==> src/hw/rv32_core_pkg.sv <==
`default_nettype none

package rv32_core_pkg;

    //======================================================================
    // Datapath widths
    //======================================================================

    localparam int xlen = 32;

    // One data word and one register index
    typedef logic [xlen-1:0] word_t;
    typedef logic [4:0]      reg_addr_t;

    // Byte address held by the program counter
    typedef logic [31:0] pc_t;

    // Instruction memory, word addressed
    localparam int imem_depth = 64;
    typedef logic [$clog2(imem_depth)-1:0] imem_addr_t;

    //======================================================================
    // ALU operations
    //======================================================================

    // pass_b forwards operand b untouched, used by LUI
    typedef enum logic [3:0] {
        alu_add,
        alu_sub,
        alu_and,
        alu_or,
        alu_xor,
        alu_sll,
        alu_srl,
        alu_sra,
        alu_slt,
        alu_sltu,
        alu_pass_b
    } alu_op_t;

endpackage

`default_nettype wire

==> src/hw/rv32_isa_pkg.sv <==
`default_nettype none

package rv32_isa_pkg;

    //======================================================================
    // Opcodes
    //======================================================================

    // Only the integer ALU groups and LUI are decoded
    // Any other opcode value is treated as a NOP
    typedef enum logic [6:0] {
        op_reg = 7'b0110011,
        op_imm = 7'b0010011,
        op_lui = 7'b0110111
    } opcode_t;

    typedef logic [2:0] funct3_t;
    typedef logic [6:0] funct7_t;

    // funct3 codes shared by the R-type and I-type ALU groups
    localparam funct3_t f3_add_sub = 3'b000;
    localparam funct3_t f3_sll     = 3'b001;
    localparam funct3_t f3_slt     = 3'b010;
    localparam funct3_t f3_sltu    = 3'b011;
    localparam funct3_t f3_xor     = 3'b100;
    localparam funct3_t f3_srl_sra = 3'b101;
    localparam funct3_t f3_or      = 3'b110;
    localparam funct3_t f3_and     = 3'b111;

    // Selects SUB over ADD and SRA over SRL
    localparam funct7_t f7_alt = 7'b0100000;

    //======================================================================
    // Instruction formats
    //======================================================================

    // R-format, register to register
    typedef struct packed {
        funct7_t    funct7;
        logic [4:0] rs2;
        logic [4:0] rs1;
        funct3_t    funct3;
        logic [4:0] rd;
        opcode_t    opcode;
    } r_fmt_t;

    // I-format, register and 12 bit immediate
    typedef struct packed {
        logic [11:0] imm12;
        logic [4:0]  rs1;
        funct3_t     funct3;
        logic [4:0]  rd;
        opcode_t     opcode;
    } i_fmt_t;

    // Same 32 bit word seen through either format
    typedef union packed {
        r_fmt_t r;
        i_fmt_t i;
    } instr_u;

    // ADDI x0,x0,0
    localparam logic [31:0] nop_word = 32'h0000_0013;

endpackage

`default_nettype wire

==> src/hw/rv32_regfile.sv <==
`default_nettype none

module rv32_regfile (
    input  logic                     clk,
    input  rv32_core_pkg::reg_addr_t ra1,
    input  rv32_core_pkg::reg_addr_t ra2,
    output rv32_core_pkg::word_t     rd1,
    output rv32_core_pkg::word_t     rd2,
    input  logic                     wen,
    input  rv32_core_pkg::reg_addr_t wa,
    input  rv32_core_pkg::word_t     wd
);

    import rv32_core_pkg::*;

    // 32 general purpose registers, entry 0 never written
    word_t regs [32];

    //======================================================================
    // Write port
    //======================================================================

    always_ff @(posedge clk) begin
        if (wen && (wa != '0)) begin
            regs[wa] <= wd;
        end
    end

    //======================================================================
    // Read ports
    //======================================================================

    // x0 is hardwired to zero
    // No write-through, a write becomes visible the cycle after
    assign rd1 = (ra1 == '0) ? word_t'(0) : regs[ra1];
    assign rd2 = (ra2 == '0) ? word_t'(0) : regs[ra2];

endmodule

`default_nettype wire

==> src/hw/rv32_fetch.sv <==
`default_nettype none

module rv32_fetch (
    input  logic                     clk,
    input  logic                     reset,
    input  logic                     prog,
    input  logic                     imem_w_en,
    input  rv32_core_pkg::imem_addr_t imem_addr,
    input  rv32_core_pkg::word_t     imem_data,
    output rv32_core_pkg::word_t     instr
);

    import rv32_core_pkg::*;
    import rv32_isa_pkg::*;

    // Instruction storage, loaded from outside while prog is high
    word_t      imem [imem_depth];

    pc_t        pc;
    imem_addr_t pc_idx;
    word_t      instr_q;
    logic       fetch_valid;

    // Word index of the current PC
    assign pc_idx = pc[$bits(imem_addr_t)+1:2];

    // External load port
    always_ff @(posedge clk) begin
        if (prog && imem_w_en) begin
            imem[imem_addr] <= imem_data;
        end
    end

    // Registered read, instruction for PC p shows up one cycle later
    always_ff @(posedge clk) begin
        instr_q <= imem[pc_idx];
    end

    //======================================================================
    // Program counter
    //======================================================================

    always_ff @(posedge clk) begin
        if (reset || prog) begin
            pc          <= '0;
            fetch_valid <= 1'b0;
        end else begin
            fetch_valid <= 1'b1;
            // Wrap back to 0 after the last memory word
            if (pc_idx == imem_addr_t'(imem_depth - 1)) begin
                pc <= '0;
            end else begin
                pc <= pc + 32'd4;
            end
        end
    end

    // NOP while loading, and while read data is not yet valid
    // right after reset or program release
    assign instr = (fetch_valid && !prog) ? instr_q : nop_word;

endmodule

`default_nettype wire

==> src/hw/rv32_decode.sv <==
`default_nettype none

module rv32_decode (
    input  logic                     clk,
    input  logic                     reset,
    input  rv32_core_pkg::word_t     instr,
    output rv32_core_pkg::reg_addr_t ra1,
    output rv32_core_pkg::reg_addr_t ra2,
    input  rv32_core_pkg::word_t     rd1,
    input  rv32_core_pkg::word_t     rd2,
    output rv32_core_pkg::alu_op_t   ex_op,
    output rv32_core_pkg::word_t     ex_a,
    output rv32_core_pkg::word_t     ex_b,
    output rv32_core_pkg::reg_addr_t ex_rd,
    output logic                     ex_write
);

    import rv32_core_pkg::*;
    import rv32_isa_pkg::*;

    instr_u  iw;
    alu_op_t dec_op;
    word_t   dec_b;
    logic    dec_known;
    logic    dec_nop;
    logic    dec_write;

    // Map funct3 plus the alternate bit to an ALU operation
    // SUB only exists in the register group
    function automatic alu_op_t funct_op(funct3_t f3, logic alt, logic is_reg);
        case (f3)
            f3_add_sub: funct_op = (alt && is_reg) ? alu_sub : alu_add;
            f3_sll:     funct_op = alu_sll;
            f3_slt:     funct_op = alu_slt;
            f3_sltu:    funct_op = alu_sltu;
            f3_xor:     funct_op = alu_xor;
            f3_srl_sra: funct_op = alt ? alu_sra : alu_srl;
            f3_or:      funct_op = alu_or;
            default:    funct_op = alu_and;
        endcase
    endfunction

    assign iw = instr;

    // Register reads straight from the word, data returns this cycle
    assign ra1 = iw.r.rs1;
    assign ra2 = iw.r.rs2;

    //======================================================================
    // Operation and operand b
    //======================================================================

    always_comb begin
        dec_op    = alu_add;
        dec_b     = rd2;
        dec_known = 1'b1;
        case (iw.r.opcode)
            op_reg: begin
                dec_op = funct_op(iw.r.funct3, iw.r.funct7 == f7_alt, 1'b1);
            end
            op_imm: begin
                dec_op = funct_op(iw.i.funct3, iw.i.imm12[11:5] == f7_alt, 1'b0);
                // Shift amount lives in the low 5 immediate bits
                if ((iw.i.funct3 == f3_sll) || (iw.i.funct3 == f3_srl_sra)) begin
                    dec_b = {{(xlen-5){1'b0}}, iw.i.imm12[4:0]};
                end else begin
                    dec_b = {{(xlen-12){iw.i.imm12[11]}}, iw.i.imm12};
                end
            end
            op_lui: begin
                dec_op = alu_pass_b;
                dec_b  = {instr[31:12], 12'b0};
            end
            default: dec_known = 1'b0;
        endcase
    end

    // Canonical NOP and anything undecoded write nothing
    assign dec_nop   = (instr == nop_word) || !dec_known;
    assign dec_write = !dec_nop;

    //======================================================================
    // Decode to execute register
    //======================================================================

    always_ff @(posedge clk) begin
        if (reset) begin
            ex_write <= 1'b0;
        end else begin
            ex_write <= dec_write;
        end
    end

    always_ff @(posedge clk) begin
        ex_op <= dec_op;
        ex_a  <= rd1;
        ex_b  <= dec_b;
        ex_rd <= iw.r.rd;
    end

endmodule

`default_nettype wire

==> src/hw/rv32_execute.sv <==
`default_nettype none

module rv32_execute (
    input  logic                     clk,
    input  logic                     reset,
    input  rv32_core_pkg::alu_op_t   ex_op,
    input  rv32_core_pkg::word_t     ex_a,
    input  rv32_core_pkg::word_t     ex_b,
    input  rv32_core_pkg::reg_addr_t ex_rd,
    input  logic                     ex_write,
    output rv32_core_pkg::word_t     wb_result,
    output rv32_core_pkg::reg_addr_t wb_rd,
    output logic                     wb_write
);

    import rv32_core_pkg::*;

    word_t      alu_res;
    logic [4:0] shamt;
    logic       lt_signed;
    logic       lt_unsigned;

    // Shifts only look at the low 5 bits of b
    assign shamt = ex_b[4:0];

    // Compare results for SLT and SLTU
    assign lt_signed   = $signed(ex_a) < $signed(ex_b);
    assign lt_unsigned = ex_a < ex_b;

    //======================================================================
    // ALU
    //======================================================================

    always_comb begin
        case (ex_op)
            alu_add:    alu_res = ex_a + ex_b;
            alu_sub:    alu_res = ex_a - ex_b;
            alu_and:    alu_res = ex_a & ex_b;
            alu_or:     alu_res = ex_a | ex_b;
            alu_xor:    alu_res = ex_a ^ ex_b;
            alu_sll:    alu_res = ex_a << shamt;
            alu_srl:    alu_res = ex_a >> shamt;
            // Arithmetic shift keeps the sign bit
            alu_sra:    alu_res = word_t'($signed(ex_a) >>> shamt);
            alu_slt:    alu_res = {{(xlen-1){1'b0}}, lt_signed};
            alu_sltu:   alu_res = {{(xlen-1){1'b0}}, lt_unsigned};
            alu_pass_b: alu_res = ex_b;
            default:    alu_res = '0;
        endcase
    end

    //======================================================================
    // Execute to write-back register
    //======================================================================

    always_ff @(posedge clk) begin
        if (reset) begin
            wb_write <= 1'b0;
        end else begin
            wb_write <= ex_write;
        end
    end

    always_ff @(posedge clk) begin
        wb_result <= alu_res;
        wb_rd     <= ex_rd;
    end

endmodule

`default_nettype wire

==> src/hw/rv32_writeback.sv <==
`default_nettype none

module rv32_writeback (
    input  logic                     clk,
    input  logic                     reset,
    input  rv32_core_pkg::word_t     wb_result,
    input  rv32_core_pkg::reg_addr_t wb_rd,
    input  logic                     wb_write,
    output logic                     rf_wen,
    output rv32_core_pkg::reg_addr_t rf_wa,
    output rv32_core_pkg::word_t     rf_wd,
    output logic                     retire_valid,
    output rv32_core_pkg::reg_addr_t retire_rd,
    output rv32_core_pkg::word_t     retire_data
);

    import rv32_core_pkg::*;

    // Register file write comes straight from the stage register
    assign rf_wen = wb_write;
    assign rf_wa  = wb_rd;
    assign rf_wd  = wb_result;

    //======================================================================
    // Retire port
    //======================================================================

    always_ff @(posedge clk) begin
        if (reset) begin
            retire_valid <= 1'b0;
        end else begin
            retire_valid <= wb_write;
        end
    end

    // x0 keeps zero, so report what the register file really holds
    always_ff @(posedge clk) begin
        retire_rd   <= wb_rd;
        retire_data <= (wb_rd == '0) ? word_t'(0) : wb_result;
    end

endmodule

`default_nettype wire

==> src/hw/rv32_core.sv <==
`default_nettype none

module rv32_core (
    input  logic                      clk,
    input  logic                      reset,
    input  logic                      prog,
    input  logic                      imem_w_en,
    input  rv32_core_pkg::imem_addr_t imem_addr,
    input  rv32_core_pkg::word_t      imem_data,
    output logic                      retire_valid,
    output rv32_core_pkg::reg_addr_t  retire_rd,
    output rv32_core_pkg::word_t      retire_data
);

    import rv32_core_pkg::*;

    //======================================================================
    // Stage wires
    //======================================================================

    // Fetch to decode
    word_t     instr;

    // Register file ports
    reg_addr_t ra1;
    reg_addr_t ra2;
    word_t     rd1;
    word_t     rd2;
    logic      rf_wen;
    reg_addr_t rf_wa;
    word_t     rf_wd;

    // Decode to execute
    alu_op_t   ex_op;
    word_t     ex_a;
    word_t     ex_b;
    reg_addr_t ex_rd;
    logic      ex_write;

    // Execute to write-back
    word_t     wb_result;
    reg_addr_t wb_rd;
    logic      wb_write;

    //======================================================================
    // Stages
    //======================================================================

    rv32_fetch u_fetch (
        .clk(clk), .reset(reset), .prog(prog),
        .imem_w_en(imem_w_en), .imem_addr(imem_addr), .imem_data(imem_data),
        .instr(instr)
    );

    rv32_regfile u_regfile (
        .clk(clk), .ra1(ra1), .ra2(ra2), .rd1(rd1), .rd2(rd2),
        .wen(rf_wen), .wa(rf_wa), .wd(rf_wd)
    );

    rv32_decode u_decode (
        .clk(clk), .reset(reset), .instr(instr),
        .ra1(ra1), .ra2(ra2), .rd1(rd1), .rd2(rd2),
        .ex_op(ex_op), .ex_a(ex_a), .ex_b(ex_b), .ex_rd(ex_rd), .ex_write(ex_write)
    );

    rv32_execute u_execute (
        .clk(clk), .reset(reset),
        .ex_op(ex_op), .ex_a(ex_a), .ex_b(ex_b), .ex_rd(ex_rd), .ex_write(ex_write),
        .wb_result(wb_result), .wb_rd(wb_rd), .wb_write(wb_write)
    );

    // Register file write and retire report leave from here
    rv32_writeback u_writeback (
        .clk(clk), .reset(reset),
        .wb_result(wb_result), .wb_rd(wb_rd), .wb_write(wb_write),
        .rf_wen(rf_wen), .rf_wa(rf_wa), .rf_wd(rf_wd),
        .retire_valid(retire_valid), .retire_rd(retire_rd), .retire_data(retire_data)
    );

endmodule

`default_nettype wire

==> config.mk <==
export PLATFORM = sky130hd
export DESIGN_NAME = rv32_core
export DESIGN_NICKNAME = d
export VERILOG_FILES = /design/src/hw/rv32_core_pkg.sv /design/src/hw/rv32_isa_pkg.sv /design/src/hw/rv32_regfile.sv /design/src/hw/rv32_fetch.sv /design/src/hw/rv32_decode.sv /design/src/hw/rv32_execute.sv /design/src/hw/rv32_writeback.sv /design/src/hw/rv32_core.sv
export SDC_FILE = /design/constraint.sdc
export NUM_CORES = 2
export LEC_CHECK = 0
export ABC_AREA = 1
export BUFFER_PORTS_ARGS = -buffer_cell sky130_fd_sc_hd__clkbuf_2
export CAP_MARGIN = 20
export CORE_MARGIN = 8
export CORE_UTILIZATION = 46
export CTS_BUF_LIST = sky130_fd_sc_hd__clkbuf_8
export DETAILED_ROUTE_END_ITERATION = 12
export MAX_ROUTING_LAYER = met4
export PLACE_DENSITY = 0.63
export SYNTH_ARGS = -nofsm -noshare
export SYNTH_HDL_FRONTEND = slang
export SYNTH_SLANG_ARGS = --single-unit
export TNS_END_PERCENT = 50
==> constraint.sdc <==
create_clock -name clk -period 2.5 [get_ports clk]
set_input_delay 0.125 -clock clk [delete_from_list [all_inputs] [get_ports clk]]
set_output_delay 0.125 -clock clk [all_outputs]
set_load 0.005 [all_outputs]
# --- Yosys cells after proc, flatten, opt, wreduce, memory -nomap -nowiden ---
# Memory sizes are Yosys's and may differ from the RTL's. A register that Yosys moved wholly into a read port is not among the register bits.
# Cells that the tools add are included.
op_classes:
  eq_ne: 22
  order_cmp: 2
  n_shift: 3
  muxes: 16
  n_reduce_logical: 17
  n_addsub: 3
  bitwise_logic: 3
op_table:
  columns: ["cell", "n"]
  rows:
  - ["32-bit one-hot mux with 11 select lines", 1]
  - ["32-bit two-way mux", 3]
  - ["32-bit less-than comparator", 2]
  - ["32-bit one-hot mux with 2 select lines", 1]
  - ["4-bit one-hot mux with 7 select lines", 2]
  - ["32-bit by 3-bit adder with 32-bit output (second input constant)", 1]
  - ["32-bit adder", 1]
  - ["32-bit AND", 1]
  - ["32-bit by 5-bit == test with 1-bit output (second input constant)", 1]
  - ["32-bit bitwise OR", 1]
  - ["32-bit by 5-bit left shift with 32-bit output", 1]
  - ["32-bit by 5-bit right shift with 32-bit output", 1]
  - ["32-bit by 5-bit >>> shifter with 32-bit output", 1]
  - ["32-bit subtractor", 1]
  - ["32-bit bitwise XOR", 1]
  - ["7-bit by 6-bit == test with 1-bit output (second input constant)", 3]
  - ["4-bit by 3-bit == test with 1-bit output (second input constant)", 4]
  - ["5-bit logical NOT", 3]
  - ["4-bit == test (second input constant)", 3]
  - ["4-bit one-hot mux with 3 select lines", 1]
  - ["3-bit == test (second input constant)", 3]
  - ["4-bit by 2-bit == test with 1-bit output (second input constant)", 2]
  - ["1-bit two-way mux", 8]
  - ["7-bit by 5-bit == test with 1-bit output (second input constant)", 1]
  - ["other kinds (12)", 19]
word_totals:
  out_inout_bits: 38
  n_memories: 2
  regBits: 151
  word_cells: 80
  ramBits: 3072
  inputBits: 42
mem_list:
  columns: ["memory", "depth", "word_bits", "rd", "rd_ports_with_merged_regs", "wr", "line", "text"]
  rows:
  - ["u_fetch.imem", 64, 32, 1, 1, 1, "rv32_fetch.sv:17", "word_t imem [imem_depth];"]
  - ["u_regfile.regs", 32, 32, 2, 1, 1, "rv32_regfile.sv:17", "word_t regs [32];"]

# --- Longest topological paths before layout ---
depth:
  word_depth: 9
  depth_mapped: 18
  ltp_nobuf: 15

# --- Cells and area by module ---
# A second synthesis with hierarchy kept.
hier_totals:
  cells_unflattened: 16877
  hier_area_um2: 154256.7
modules_own_cells:
  columns: ["mod", "area_per_inst_um2", "seq_area_each_um2", "instances", "cells_each"]
  rows:
  - ["rv32_fetch", 87501.4, 62279.7, 1, 8265]
  - ["rv32_regfile", 51687.1, 30749.5, 1, 5972]
  - ["rv32_execute", 11228.3, 760.7, 1, 2227]
  - ["rv32_decode", 2478.6, 1481.4, 1, 264]
  - ["rv32_writeback", 1361.3, 760.7, 1, 149]

# --- Worst setup path before layout ---
# Ideal clock, no wire load.
synth_path:
  kind: "register -> register"
  start: "reg u_decode.ex_b[3]"
  end: "reg u_execute.wb_result[22]"
  required_time_ps: 2379
  synth_period_minus_slack_ps: 2727
  setup_time_ps: 121
  arrival_ps: 2606
  slack_ps: -227
  path_stages_with_launch: 18
  n_path_buf: 4
  path_cell_list: "dfxtp_1 clkbuf_1 clkinv_1 clkbuf_1 clkbuf_1 ha_1 clkbuf_1 nand2_1 nor2_1 nor2_1 o21ai_0 nand2_1 nand2_1 nand2_1 nand2_1 nand2_1 nand3_1 nand3_1"
synth_between:
  elab_chain_len: 2
  elab_cells_between_ends: 6
  cone_classes: "2 x add/sub; 3 x shift; 1 x mux"
synth_lines:
  columns: ["element", "line", "text"]
  rows:
  - ["from (decl)", "rv32_decode.sv:13", "output rv32_core_pkg::word_t ex_b,"]
  - ["from (signal assigned)", "rv32_decode.sv:97", "ex_b <= dec_b;"]
  - ["32-bit subtractor (tied with other cells)", "rv32_execute.sv:37", "alu_sub: alu_res = ex_a - ex_b;"]
  - ["32-bit one-hot mux with 11 select lines *", "rv32_execute.sv:35", "case (ex_op)"]
  - ["named net u_execute.alu_res[22]", "rv32_execute.sv:18", "word_t alu_res;"]
  - ["to (signal assigned)", "rv32_execute.sv:65", "wb_result <= alu_res;"]
  - ["to (decl)", "rv32_execute.sv:11", "output rv32_core_pkg::word_t wb_result,"]
# The timed path passes the listed nets; every way through them passes the cells marked *.
# A chain may end at the register's enable or synchronous reset.

==> metrics.yaml <==
flow_run:
  maxCapViolations: 0
setup_path:
  reg2reg_depth: 8
  cp.arrival_ns: 3.65
  critPathRequiredTime_ns: 3.58
  cp-start-kind: "flip-flop"
  rrSetupSlack_ns: -0.07
  worst-path-max-fanout: 54
  r2r-end: "u_fetch.instr_q[28]"
  end_kind: "flip-flop"
  critPathKind: "reg2reg"
  reg2reg_from: "u_fetch.pc[2]"
sta:
  skew_ns: 0.0687
  rsz0062_at_grt: "true"
  clock.fmax_mhz: 389
  setup_ws_ns: -0.0701
  whs_ns: 0.0980
  fin_crit_ns: 2.57
  maxSlewViolCount: 0
  finalHoldViolations: 0
  period_share_pct: 103
  slew_headroom_pct: 25.8
  tightest_slew_ns: 1.11
  setup_viol: 2
logic_synthesis:
  post-synth-top-area-fraction_pct: 63.3
  synth_edf_count: 3072
  avgSynthCellArea_sq_um: 10.3
  synthArstFlopShare_pct: 0
  syn_area_sq_mm: 0.146
  synth_area_leaders: "edfxtp_1, nand2_1, o21ai_0"
  seq_area_frac_synth_pct: 65.8
  ys.flop_type: "edfxtp_1"
  ys_types: 41
  yosysTopAreaCell: "edfxtp_1"
  ys_seq_elements: 3261
  synth_warnings: 0
  syn_inst: 14100
drt:
  drt_wl_total_microns: 522000
  drt-pass1-iter-count: 7
  drc: 0
  drt_iter0_drc: 14800
  drtAntennaViolNets: 0
  wire_per_inst_microns: 26.8
  vias: 116000
  viasPerCell: 5.94
power_and_ir_drop:
  peakVddDrop_v: 0.000899
  p_leak_nw: 62.9
  power_density_mw_per_mm2: 683
  total_power_w: 0.117
cells_and_area:
  layout_commonest_cell: "edfxtp_1"
  finalNonFillerCells: 19500
  fin_nets: 15100
  drive_above_1_share_pct: 13.3
  area_growth_pct: 17.5
  most-common-layout-cells: "edfxtp_1, nand2_1, nor2_1"
clocking:
  htreeDepth: 6
  cts.reportedPaths.clkPinSlew_ns: 0.06
  cts_tree: "built"
  clkLatencyLatePin_ns: 1.19
  numClockSinks: 3261
  cts_buffers: 554
  cts.path.max_buffers: 4
  clockRootBuffer: "clkbuf_8"
floorplan:
  dieArea_sq_mm: 0.335
  num_io_pins: 80
  initial_core_util_pct: 46.3
  die_w_microns: 579
  core_sq_mm: 0.315
  placement_rows: 206
  die_y_microns: 579
hold_path:
  min_path_cells: 3
  whs_endpoint: "u_fetch.fetch_valid"
  hold_class: "in2reg"
  min-delay-start: "reset"
grt:
  overflow: 0
  grt_max_degree: 94
  antenna_found_initial: 24
  grt_usage_pct: 31.0
  grt_pass1_wl_microns: 747000
  grt_pass1_vias: 110000
place:
  place_inst: 18400
  gp_congestion: 0.992
  place_ws_ns: -0.555
  dp_hpwl_microns: 325000
  port_buffers: 79
status:
  status: "finished, violations left"
  violations: "setup timing"
-- final cells by class --
type	count	area, sq um
inverter	712	2710
tap	4160	5200
multi-input combinational	9199	44400
sequential	3261	96100
clock buffer	574	7900
timing repair buffer	1179	12900
clock inverter	385	2050
fill	27200	144000
antenna	21	52.6
-- per-stage QoR --
stage / util (%) / setup TNS (ns) / area, sq um
6_report: 54.4 / -0.112 / 171000
5_1_grt: 54.4 / -0.146 / 171000
4_1_cts: 54.2 / -0.0910 / 171000
2_1_floorplan: - / 0 / 146000
3_5_place_dp: 50.8 / -9.38 / 160000
3_3_place_gp: 50.8 / -10.21 / 160000
-- synth_stat cells, types with 5 or more instances --
cell type  instances
edfxtp_1        3072
o21ai_1           13
inv_1            697
buf_2            276
nand4_1           33
nand2_1         2432
a31oi_1           18
clkbuf_1         553
ha_1             104
nor4_1             5
dfxtp_1          189
a21oi_1          450
o21bai_1          13
o21ai_0         1634
nor3_1            57
o221ai_1          91
buf_1            112
and2_1            10
nand3_1         1572
buf_4             10
o22ai_1          320
a211oi_1           5
inv_2             12
nor2_1          1964
o211ai_1         421
-- power by group --
part           internal (W)  total, W  switching, W
combinational       0.00328    0.0112       0.00793
sequential           0.0609    0.0614      0.000457
clock                0.0223    0.0445        0.0222
-- registers in the layout, summed over array words and instances, names as in the netlist, 4 cells and up --
signal	count
u_writeback.retire_data	32
u_decode.ex_a	32
u_writeback.retire_rd	5
u_decode.ex_b	32
u_fetch.imem	2048
u_decode.ex_rd	5
u_execute.wb_rd	5
u_fetch.pc	6
u_regfile.regs	1024
u_decode.ex_op	4
u_fetch.instr_q	32
u_execute.wb_result	32
-- per-layer routing --
layer	wire length, microns	GRT usage [%]	vias up
li1	-	-	51600
met1	196000	38.6	56000
met2	239000	48.2	6676
met3	51300	5.31	1369
met4	35400	17.6	0
met5	0	-	-
-- worst max-delay path, stage by stage (launching register included) --
cell	delay [ns]
dfxtp_4	0.41
inv_8	0.31
buf_12	0.29
o21ai_0	0.13
o221ai_1	0.18
nand3_1	0.21
nand3_1	0.32
nand3_1	0.34
nand2_1	0.23
-- what timing repair did --
action	in CTS	in global routing
setup endpoints to repair	43	66
pin swaps	4	5
endpoints found under the hold margin	3657	8
setup buffers	4	17
gates cloned	0	3
resized for setup	42	88
hold buffers	48	1
-- worst max-delay path by stage --
| stage | cells past startpoint | end | from |
|---|---|---|---|
| final | 8 | u_fetch.instr_q[28] | u_fetch.pc[2] |
| after global routing | 11 | u_fetch.instr_q[30] | u_fetch.pc[2] |
| after CTS | 13 | u_decode.ex_b[21] | u_fetch.instr_q[20] |
| after detailed placement | 14 | u_decode.ex_a[26] | prog |
| after global placement | 14 | u_decode.ex_a[26] | prog |
| after floorplan | 17 | u_execute.wb_result[22] | u_decode.ex_b[2] |
-- cell families (layout without fill, tap and decap cells) --
group	count (synthesis)	after routing	share of synthesized area [%]
compound gates	2970	2970	11.5
buf+inv	1663	2850	4.54
fa+ha+maj	106	106	0.920
other cells	1	53	0.00257
simple gates	6087	6087	17.2
flops	3261	3261	65.8
xor+xnor	4	4	0.0240
(Power assumes the default switching activity.)
